--- config.mk ---
export PLATFORM = sky130hd
export DESIGN_NAME = audio_top
export DESIGN_NICKNAME = d
export VERILOG_FILES = /design/src/rtl/synth_pkg.sv /design/src/rtl/i2s_pkg.sv /design/src/rtl/ddfs_voice.sv /design/src/rtl/sine_table_arbiter.sv /design/src/rtl/i2s_tx.sv /design/src/rtl/i2s_rx.sv /design/src/rtl/audio_top.sv
export VERILOG_INCLUDE_DIRS = /design/src /design/src/rtl
export SDC_FILE = /design/constraint.sdc
export NUM_CORES = 2
export LEC_CHECK = 0
export BUFFER_PORTS_ARGS = -buffer_cell sky130_fd_sc_hd__clkbuf_2
export CORE_MARGIN = 3
export CORE_UTILIZATION = 51
export CTS_BUF_LIST = sky130_fd_sc_hd__clkbuf_8
export CTS_CLUSTER_DIAMETER = 120
export DETAILED_ROUTE_END_ITERATION = 10
export PLACE_DENSITY = 0.7
export SYNTH_ARGS = -nofsm -noshare
export SYNTH_HDL_FRONTEND = slang
export SYNTH_SLANG_ARGS = --single-unit
--- constraint.sdc ---
create_clock -name i_clk -period 6.9 [get_ports i_clk]
set_clock_uncertainty 0.2 [all_clocks]
set_input_delay 0 -clock i_clk [delete_from_list [all_inputs] [get_ports i_clk]]
set_output_delay 0 -clock i_clk [all_outputs]
set_load 0.01 [all_outputs]
--- src/rtl/audio_cfg.svh ---
`ifndef AUDIO_CFG_SVH
`define AUDIO_CFG_SVH

// Phase accumulator width
`define PHASE_W 30

// Audio sample width
`define SAMPLE_W 16

// Quarter-wave table address width, 256 entries
`define TABLE_AW 8

// i_clk cycles per bit clock half-period
`define SCLK_DIV 2

// Bits per channel slot
`define SLOT_W 32

`define GAIN_FRAC 14 // 16'h4000 is unity gain

`endif

--- src/rtl/synth_pkg.sv ---
`include "audio_cfg.svh"

package synth_pkg;

    // Waveform selector per voice
    typedef enum logic [1:0] {
        WAVE_SAW    = 2'd0,
        WAVE_SQUARE = 2'd1,
        WAVE_SINE   = 2'd2
    } wave_t;

    typedef logic signed [`SAMPLE_W-1:0] sample_t;

endpackage

--- src/rtl/i2s_pkg.sv ---
`include "audio_cfg.svh"

package i2s_pkg;

    // Word clock level, low is left
    typedef enum logic {
        CHAN_LEFT  = 1'b0,
        CHAN_RIGHT = 1'b1
    } chan_t;

    typedef logic [`SLOT_W-1:0] slot_t;

endpackage

--- src/rtl/ddfs_voice.sv ---
`timescale 1ns/1ps
`include "audio_cfg.svh"

module ddfs_voice (
    input  logic                  i_clk,
    input  logic                  i_rst_n,
    input  logic                  i_frame,
    input  logic [`PHASE_W-1:0]   i_fccw,
    input  synth_pkg::wave_t      i_wave,
    input  logic [15:0]           i_gain,
    input  logic                  i_ack,
    input  synth_pkg::sample_t    i_tbl_data,
    output logic                  o_req,
    output logic [`TABLE_AW-1:0]  o_tbl_addr,
    output synth_pkg::sample_t    o_sample
);
    import synth_pkg::*;

    typedef enum logic [1:0] {
        S_IDLE,
        S_REQ,
        S_DROP
    } state_t;

    localparam int PROD_W = `SAMPLE_W + 17;
    localparam logic signed [PROD_W-1:0] SAT_HI = (2 ** (`SAMPLE_W - 1)) - 1;
    localparam logic signed [PROD_W-1:0] SAT_LO = -SAT_HI;
    localparam sample_t FULL_SCALE = sample_t'(SAT_HI);

    state_t                    state;
    logic [`PHASE_W-1:0]       phase;
    logic [`PHASE_W-1:0]       phase_nxt;
    logic [`TABLE_AW-1:0]      fold_addr;
    logic                      neg_q;
    logic                      rdy;
    sample_t                   raw_q;
    sample_t                   flat_sample;
    logic signed [PROD_W-1:0]  prod;
    logic signed [PROD_W-1:0]  scaled;
    sample_t                   gained;

    assign phase_nxt = phase + i_fccw;

    // Second quadrant bit mirrors the address
    assign fold_addr = phase_nxt[`PHASE_W-2] ? ~phase_nxt[`PHASE_W-3 -: `TABLE_AW]
                                             : phase_nxt[`PHASE_W-3 -: `TABLE_AW];

    always_comb begin
        case (i_wave)
            WAVE_SAW: flat_sample = sample_t'(phase_nxt[`PHASE_W-1 -: `SAMPLE_W]);
            default:  flat_sample = phase_nxt[`PHASE_W-1] ? -FULL_SCALE : FULL_SCALE;
        endcase
    end

    // Gain is unsigned Q2.14
    assign prod   = raw_q * $signed({1'b0, i_gain});
    assign scaled = prod >>> `GAIN_FRAC;
    assign gained = (scaled > SAT_HI) ? FULL_SCALE :
                    (scaled < SAT_LO) ? -FULL_SCALE : sample_t'(scaled);

    always_ff @(posedge i_clk) begin
        if (!i_rst_n) begin
            state      <= S_IDLE;
            phase      <= '0;
            o_req      <= 1'b0;
            o_tbl_addr <= '0;
            neg_q      <= 1'b0;
            raw_q      <= '0;
            rdy        <= 1'b0;
            o_sample   <= '0;
        end else begin
            rdy <= 1'b0;
            case (state)
                S_IDLE: begin
                    if (i_frame) begin
                        phase <= phase_nxt;
                        if (i_wave == WAVE_SINE) begin
                            o_req      <= 1'b1;
                            o_tbl_addr <= fold_addr;
                            neg_q      <= phase_nxt[`PHASE_W-1]; // Lower half cycle
                            state      <= S_REQ;
                        end else begin
                            raw_q <= flat_sample;
                            rdy   <= 1'b1;
                        end
                    end
                end
                S_REQ: begin
                    if (i_ack) begin
                        o_req <= 1'b0;
                        raw_q <= neg_q ? -i_tbl_data : i_tbl_data;
                        rdy   <= 1'b1;
                        state <= S_DROP;
                    end
                end
                S_DROP: begin
                    if (!i_ack)
                        state <= S_IDLE; // Four-phase return
                end
                default: state <= S_IDLE;
            endcase
            if (rdy)
                o_sample <= gained;
        end
    end

    assert property (@(posedge i_clk) disable iff (!i_rst_n)
        $rose(o_req) |-> !i_ack)
        else $error("table request raised while ack still high");

    assert property (@(posedge i_clk) disable iff (!i_rst_n)
        o_req && $past(o_req) |-> $stable(o_tbl_addr))
        else $error("table address moved during request");

endmodule

--- src/rtl/sine_table_arbiter.sv ---
`timescale 1ns/1ps
`include "audio_cfg.svh"

module sine_table_arbiter (
    input  logic                  i_clk,
    input  logic                  i_rst_n,
    input  logic                  i_req0,
    input  logic [`TABLE_AW-1:0]  i_addr0,
    input  logic                  i_req1,
    input  logic [`TABLE_AW-1:0]  i_addr1,
    output logic                  o_ack0,
    output logic                  o_ack1,
    output synth_pkg::sample_t    o_data
);
    import synth_pkg::*;

    localparam int  TABLE_N = 1 << `TABLE_AW;
    localparam real PI      = 3.14159265358979;
    localparam real AMP     = (2.0 ** (`SAMPLE_W - 1)) - 1.0;

    typedef sample_t table_t [TABLE_N];

    // Quarter wave, sampled at bin centres
    function automatic table_t build_table();
        table_t tbl;
        real    ang;
        for (int n = 0; n < TABLE_N; n++) begin
            ang    = (n + 0.5) * PI / (2.0 * TABLE_N);
            tbl[n] = sample_t'($rtoi(AMP * $sin(ang) + 0.5));
        end
        return tbl;
    endfunction

    localparam table_t SINE_TBL = build_table();

    logic last1; // Voice 1 served last
    logic busy;
    logic pick1;

    assign busy  = o_ack0 || o_ack1;
    assign pick1 = i_req1 && (!i_req0 || !last1);

    always_ff @(posedge i_clk) begin
        if (!i_rst_n) begin
            o_ack0 <= 1'b0;
            o_ack1 <= 1'b0;
            last1  <= 1'b0;
        end else if (busy) begin
            // Hold ack until the granted req drops
            if (o_ack0 && !i_req0)
                o_ack0 <= 1'b0;
            if (o_ack1 && !i_req1)
                o_ack1 <= 1'b0;
        end else if (pick1) begin
            o_ack1 <= 1'b1;
            last1  <= 1'b1;
        end else if (i_req0) begin
            o_ack0 <= 1'b1;
            last1  <= 1'b0;
        end
    end

    always_ff @(posedge i_clk) begin
        if (!busy)
            o_data <= SINE_TBL[pick1 ? i_addr1 : i_addr0];
    end

    assert property (@(posedge i_clk) disable iff (!i_rst_n)
        !(o_ack0 && o_ack1))
        else $error("both voices granted the table");

endmodule

--- src/rtl/i2s_tx.sv ---
`timescale 1ns/1ps
`include "audio_cfg.svh"

module i2s_tx (
    input  logic                i_clk,
    input  logic                i_rst_n,
    input  synth_pkg::sample_t  i_left,
    input  synth_pkg::sample_t  i_right,
    output logic                o_sclk,
    output logic                o_lrclk,
    output logic                o_tx_sd,
    output logic                o_frame
);
    import i2s_pkg::*;

    localparam int DIV_W = ($clog2(`SCLK_DIV) > 0) ? $clog2(`SCLK_DIV) : 1;
    localparam int BIT_W = $clog2(2 * `SLOT_W);

    logic [DIV_W-1:0]       div_cnt;
    logic                   div_wrap;
    logic                   sclk_fall;
    logic [BIT_W-1:0]       bit_cnt;
    logic [BIT_W-1:0]       bit_nxt;
    chan_t                  lr_q;
    slot_t                  slot_l;
    slot_t                  slot_r;
    logic [2*`SLOT_W-1:0]   shreg;

    assign div_wrap  = (div_cnt == DIV_W'(`SCLK_DIV - 1));
    assign sclk_fall = div_wrap && o_sclk;
    assign bit_nxt   = bit_cnt + 1'b1;

    // Samples left aligned, zero padded
    assign slot_l = {i_left, {(`SLOT_W - `SAMPLE_W){1'b0}}};
    assign slot_r = {i_right, {(`SLOT_W - `SAMPLE_W){1'b0}}};

    assign o_lrclk = lr_q;

    always_ff @(posedge i_clk) begin
        if (!i_rst_n) begin
            div_cnt <= '0;
            o_sclk  <= 1'b0;
        end else if (div_wrap) begin
            div_cnt <= '0;
            o_sclk  <= ~o_sclk;
        end else begin
            div_cnt <= div_cnt + 1'b1;
        end
    end

    always_ff @(posedge i_clk) begin
        if (!i_rst_n) begin
            bit_cnt <= '1; // First falling edge opens a frame
            lr_q    <= CHAN_RIGHT;
            o_frame <= 1'b0;
            o_tx_sd <= 1'b0;
            shreg   <= '0;
        end else begin
            o_frame <= 1'b0;
            if (sclk_fall) begin
                bit_cnt <= bit_nxt;
                lr_q    <= chan_t'(bit_nxt[BIT_W-1]);
                // Last bit of the old frame goes out as the new one loads
                o_tx_sd <= shreg[2*`SLOT_W-1];
                if (bit_cnt == '1) begin
                    o_frame <= 1'b1;
                    shreg   <= {slot_l, slot_r};
                end else begin
                    shreg <= shreg << 1;
                end
            end
        end
    end

endmodule

--- src/rtl/i2s_rx.sv ---
`timescale 1ns/1ps
`include "audio_cfg.svh"

module i2s_rx (
    input  logic                i_clk,
    input  logic                i_rst_n,
    input  logic                i_sclk,
    input  logic                i_lrclk,
    input  logic                i_sd,
    output synth_pkg::sample_t  o_left,
    output synth_pkg::sample_t  o_right,
    output logic                o_valid
);
    import i2s_pkg::*;

    logic   sclk_q;
    logic   sclk_rise;
    logic   boundary;
    chan_t  ws_q;     // Channel of the bit being captured
    slot_t  shreg;
    slot_t  slot_w;

    assign sclk_rise = i_sclk && !sclk_q;
    assign boundary  = sclk_rise && (chan_t'(i_lrclk) != ws_q);
    assign slot_w    = {shreg[`SLOT_W-2:0], i_sd};

    always_ff @(posedge i_clk) begin
        if (!i_rst_n) begin
            sclk_q  <= 1'b0;
            ws_q    <= CHAN_RIGHT;
            shreg   <= '0;
            o_left  <= '0;
            o_right <= '0;
            o_valid <= 1'b0;
        end else begin
            sclk_q  <= i_sclk;
            o_valid <= 1'b0;
            if (sclk_rise) begin
                shreg <= slot_w;
                ws_q  <= chan_t'(i_lrclk);
                // One-bit delay puts the slot LSB after the word clock edge
                if (boundary) begin
                    if (ws_q == CHAN_RIGHT) begin
                        o_right <= slot_w[`SLOT_W-1 -: `SAMPLE_W];
                        o_valid <= 1'b1;
                    end else begin
                        o_left <= slot_w[`SLOT_W-1 -: `SAMPLE_W];
                    end
                end
            end
        end
    end

    assert property (@(posedge i_clk) disable iff (!i_rst_n)
        o_valid |=> !o_valid)
        else $error("rx valid held for more than one cycle");

endmodule

--- src/rtl/audio_top.sv ---
`timescale 1ns/1ps
`include "audio_cfg.svh"

module audio_top (
    input  logic                  i_clk,
    input  logic                  i_rst_n,
    input  logic [`PHASE_W-1:0]   i_fccw0,
    input  logic [`PHASE_W-1:0]   i_fccw1,
    input  synth_pkg::wave_t      i_wave0,
    input  synth_pkg::wave_t      i_wave1,
    input  logic [15:0]           i_gain0,
    input  logic [15:0]           i_gain1,
    input  logic                  i_rx_sd,
    output logic                  o_sclk,
    output logic                  o_lrclk,
    output logic                  o_tx_sd,
    output synth_pkg::sample_t    o_rx_l,
    output synth_pkg::sample_t    o_rx_r,
    output logic                  o_rx_valid
);
    import synth_pkg::*;

    logic                  frame;
    logic                  req0;
    logic                  req1;
    logic                  ack0;
    logic                  ack1;
    logic [`TABLE_AW-1:0]  addr0;
    logic [`TABLE_AW-1:0]  addr1;
    sample_t               tbl_data;
    sample_t               sample0;
    sample_t               sample1;

    // Voice 0 is the left channel
    ddfs_voice voice0_unit (
        .i_clk(i_clk),
        .i_rst_n(i_rst_n),
        .i_frame(frame),
        .i_fccw(i_fccw0),
        .i_wave(i_wave0),
        .i_gain(i_gain0),
        .i_ack(ack0),
        .i_tbl_data(tbl_data),
        .o_req(req0),
        .o_tbl_addr(addr0),
        .o_sample(sample0)
    );

    ddfs_voice voice1_unit (
        .i_clk(i_clk),
        .i_rst_n(i_rst_n),
        .i_frame(frame),
        .i_fccw(i_fccw1),
        .i_wave(i_wave1),
        .i_gain(i_gain1),
        .i_ack(ack1),
        .i_tbl_data(tbl_data),
        .o_req(req1),
        .o_tbl_addr(addr1),
        .o_sample(sample1)
    );

    sine_table_arbiter arbiter_unit (
        .i_clk(i_clk),
        .i_rst_n(i_rst_n),
        .i_req0(req0),
        .i_addr0(addr0),
        .i_req1(req1),
        .i_addr1(addr1),
        .o_ack0(ack0),
        .o_ack1(ack1),
        .o_data(tbl_data)
    );

    i2s_tx tx_unit (
        .i_clk(i_clk),
        .i_rst_n(i_rst_n),
        .i_left(sample0),
        .i_right(sample1),
        .o_sclk(o_sclk),
        .o_lrclk(o_lrclk),
        .o_tx_sd(o_tx_sd),
        .o_frame(frame)
    );

    // Receiver runs off the transmitter's clocks
    i2s_rx rx_unit (
        .i_clk(i_clk),
        .i_rst_n(i_rst_n),
        .i_sclk(o_sclk),
        .i_lrclk(o_lrclk),
        .i_sd(i_rx_sd),
        .o_left(o_rx_l),
        .o_right(o_rx_r),
        .o_valid(o_rx_valid)
    );

endmodule

==> flow_metrics.py <==
metrics = {
    "run_status": {
        "outcome": "complete, but fails checks",
        "violations": "setup timing",
    },
    "synthesis": {
        "ys_seq_elements": 292,
        "avgSynthCellArea_um2": 8.12,
        "syn_nets": 5122,
        "syn_area_um2": 35100,
        "seq_area_frac_synth": 0.171,
        "synth_edf_count": 15,
        "synth-main-ff-cell": "dfxtp_1",
        "async_reset_ff_frac": 0,
        "netlist_top_cells_count": "668 x nand2_1, 507 x inv_1, 388 x fa_1",
        "synth_cells": 4320,
        "yosys_warnings": 0,
        "synth_top_cell_by_area": "fa_1",
        "synthTopCellsByArea": "fa_1 22%, dfxtp_1 16%, ha_1 11%",
        "synth_cell_type_count": 86,
        "netlist.area_leader.share": 0.221,
        "yosysMostFrequentCell": "nand2_1",
    },
    "sta": {
        "fin_crit_sh": 1.01,
        "tightest_slew_ns": 1.15,
        "worst_slack_ns": -0.0554,
        "hold_viol_final": 0,
        "fin_hold_ws_ns": 0.0362,
        "max_freq_mhz": 144,
        "setup_tns_ns": -0.205,
        "rsz0062_at_grt": "yes",
        "slew_viol_final": 0,
        "relSlewSlack": 0.235,
        "setup-violations-final": 7,
        "period_needed_ns": 6.96,
    },
    "hold_path": {
        "hold_class": "primary input to flop",
        "hold_depth": 6,
    },
    "drt": {
        "antenna_left": 0,
        "drc": 0,
        "drt_iter0_drc": 2732,
        "wirelength_um": 101000,
        "viasPerCell": 5.85,
        "wl_per_cell_um": 18.5,
        "drt_pass1_iterations": 6,
        "via_count": 32000,
    },
    "critical_path": {
        "rr_worst_depth": 26,
        "worstPathMaxFanout": 6,
        "critPathMaxStageDelay_ns": 0.56,
        "cp_common_cell": "fa_1",
        "start_kind": "flop",
        "worstSetupEndpointType": "flop",
        "crit_required_ns": 7.28,
        "cp_slowest_cell": "or4_4",
        "critPathArrivalTime_ns": 7.34,
        "criticalPathCategory": "flop to flop",
    },
    "run": {
        "max_cap_viol_count": 0,
    },
    "floorplan": {
        "num_rows": 95,
        "dieArea_um2": 72000,
        "placeableCoreArea_um2": 67600,
        "fp.dieH_um": 268,
        "num_io_pins": 135,
        "die_w_um": 268,
        "start_util": 0.519,
    },
    "layout": {
        "syn_to_final_growth_pct": 16.1,
        "nNetsFinal": 5356,
        "utilization": 0.602,
        "layout-drive-gt1-share": 0.142,
        "fin_cells": 5475,
    },
    "global_routing": {
        "grt_pass1_wl_um": 163000,
        "grtUsageTotal": 0.277,
        "grt_pass1_vias": 32000,
        "gr-total-overflow": 0,
        "grt_antenna_before_repair": 10,
        "grt_max_degree": 96,
    },
    "power": {
        "p_leak_nw": 18.7,
        "power_density_nw_per_um2": 117,
        "ir_worst_vdd_mv": 0.129,
    },
    "placement": {
        "dp_hpwl_um": 74200,
        "port_buffers": 134,
        "routabilityCongestion": 1.00,
        "place_inst": 5251,
    },
    "clocking": {
        "clk_latency_ns": 0.68,
        "numCtsBuffers": 52,
        "ctsLongestPathBuffers": 3,
        "cts_tree": "built",
        "htree_levels": 2,
        "cts.sinks": 292,
        "cts_root_buf": "clkbuf_8",
        "cts.clk_slew.worst_paths_ns": 0.08,
    },
}
[timing repair]
action,in CTS,in global routing
hold buffers,100,0
gates cloned,0,3
resized for setup,60,153
setup buffers,7,12
endpoints found under the setup margin,29,30
hold endpoints to repair,117,0
pin swaps,35,60
[metal layers]
layer,vias to the layer above,routed length (um),track usage
met5,-,27,0.00264
met3,393,7250,0.0437
met2,1293,48200,0.469
met4,4,5260,0.130
li1,14900,-,-
met1,15400,40600,0.348
[cells in the final DEF, fill, tap and decap left out, drive strengths merged, types with 20 or more instances in the layout]
cell and instances:
o21a 29, a211oi 48, nor2b 22, o211ai 36, inv 520, a21oi 321
nor3 58, nor2 213, a21o 39, mux2i 46, xor2 56, nand3 60
nand2b 42, o221a 22, a22o 21, ha 315, o311ai 20, a221oi 22
o21ai 199, a311oi 20, a31oi 31, dlygate4sd3 100, and2 247, xnor2 69
clkbuf 204, dfxtp 277, nand2 668, fa 388, buf 195, o22ai 45
or3 34, o31ai 21
[worst paths after layout]
kind                   startpoint                       to  slack, ns
max          voice0_unit.raw_q[6]  voice0_unit.o_sample[3]      -0.06
min                   i_fccw1[26]    voice1_unit.phase[26]       0.04
max reg2reg  voice0_unit.raw_q[6]  voice0_unit.o_sample[3]      -0.06
min reg2reg      rx_unit.shreg[4]         rx_unit.shreg[5]       0.24
[state kept, by name (all words and copies together) (netlist names), 15 cells and up]
name                  cells
voice1_unit.raw_q        16
rx_unit.o_right          16
voice0_unit.phase        30
tx_unit.shreg            48
rx_unit.o_left           16
voice0_unit.o_sample     16
arbiter_unit.o_data      15
voice1_unit.phase        30
voice0_unit.raw_q        16
rx_unit.shreg            31
voice1_unit.o_sample     16
[final cells by class]
class | count | area [um2]
timing repair buffer | 431 | 3320
multi-input combinational | 3268 | 27100
inverter | 509 | 1920
antenna | 7 | 17.5
clock buffer | 68 | 936
clock inverter | 27 | 255
fill | 5949 | 26900
tap | 873 | 1090
sequential | 292 | 6060
[metrics by stage]
step | worst slack [ns] | instance area (um2) | power [mW]
floorplan | 0.0103 | 35100 | 2.48
global placement | -0.144 | 37400 | 2.79
detailed placement | -0.221 | 37400 | 2.81
CTS | 0.00764 | 39900 | 4.72
global route | -0.273 | 40700 | 4.99
finish | -0.0554 | 40700 | 4.76
[power by group]
| group | switching [mW] | total (mW) | internal [mW] |
|---|---|---|---|
| Combinational | 0.668 | 1.16 | 0.489 |
| Clock | 0.796 | 1.84 | 1.04 |
| Sequential | 0.0355 | 1.76 | 1.72 |
| Total | 1.50 | 4.76 | 3.26 |
[worst max-delay path, delay by kind of cell (launching register included)]
family / cells / cell delay [ns]
AOI/OAI and AO/OA: 7 / 1.38
adders and majority gates: 7 / 3.27
buffers and inverters: 7 / 0.59
DFF: 1 / 0.37
and+or+nand+nor: 5 / 1.03
[logic make-up after synthesis]
kind of cell,Yosys count,share of synthesized area
simple gates,1403,0.185
compound gates,983,0.181
buf+inv,761,0.0827
fa+ha+maj,703,0.334
flops,292,0.171
xor+xnor,125,0.0314
mux,53,0.0157
(Power assumes the default switching activity.)
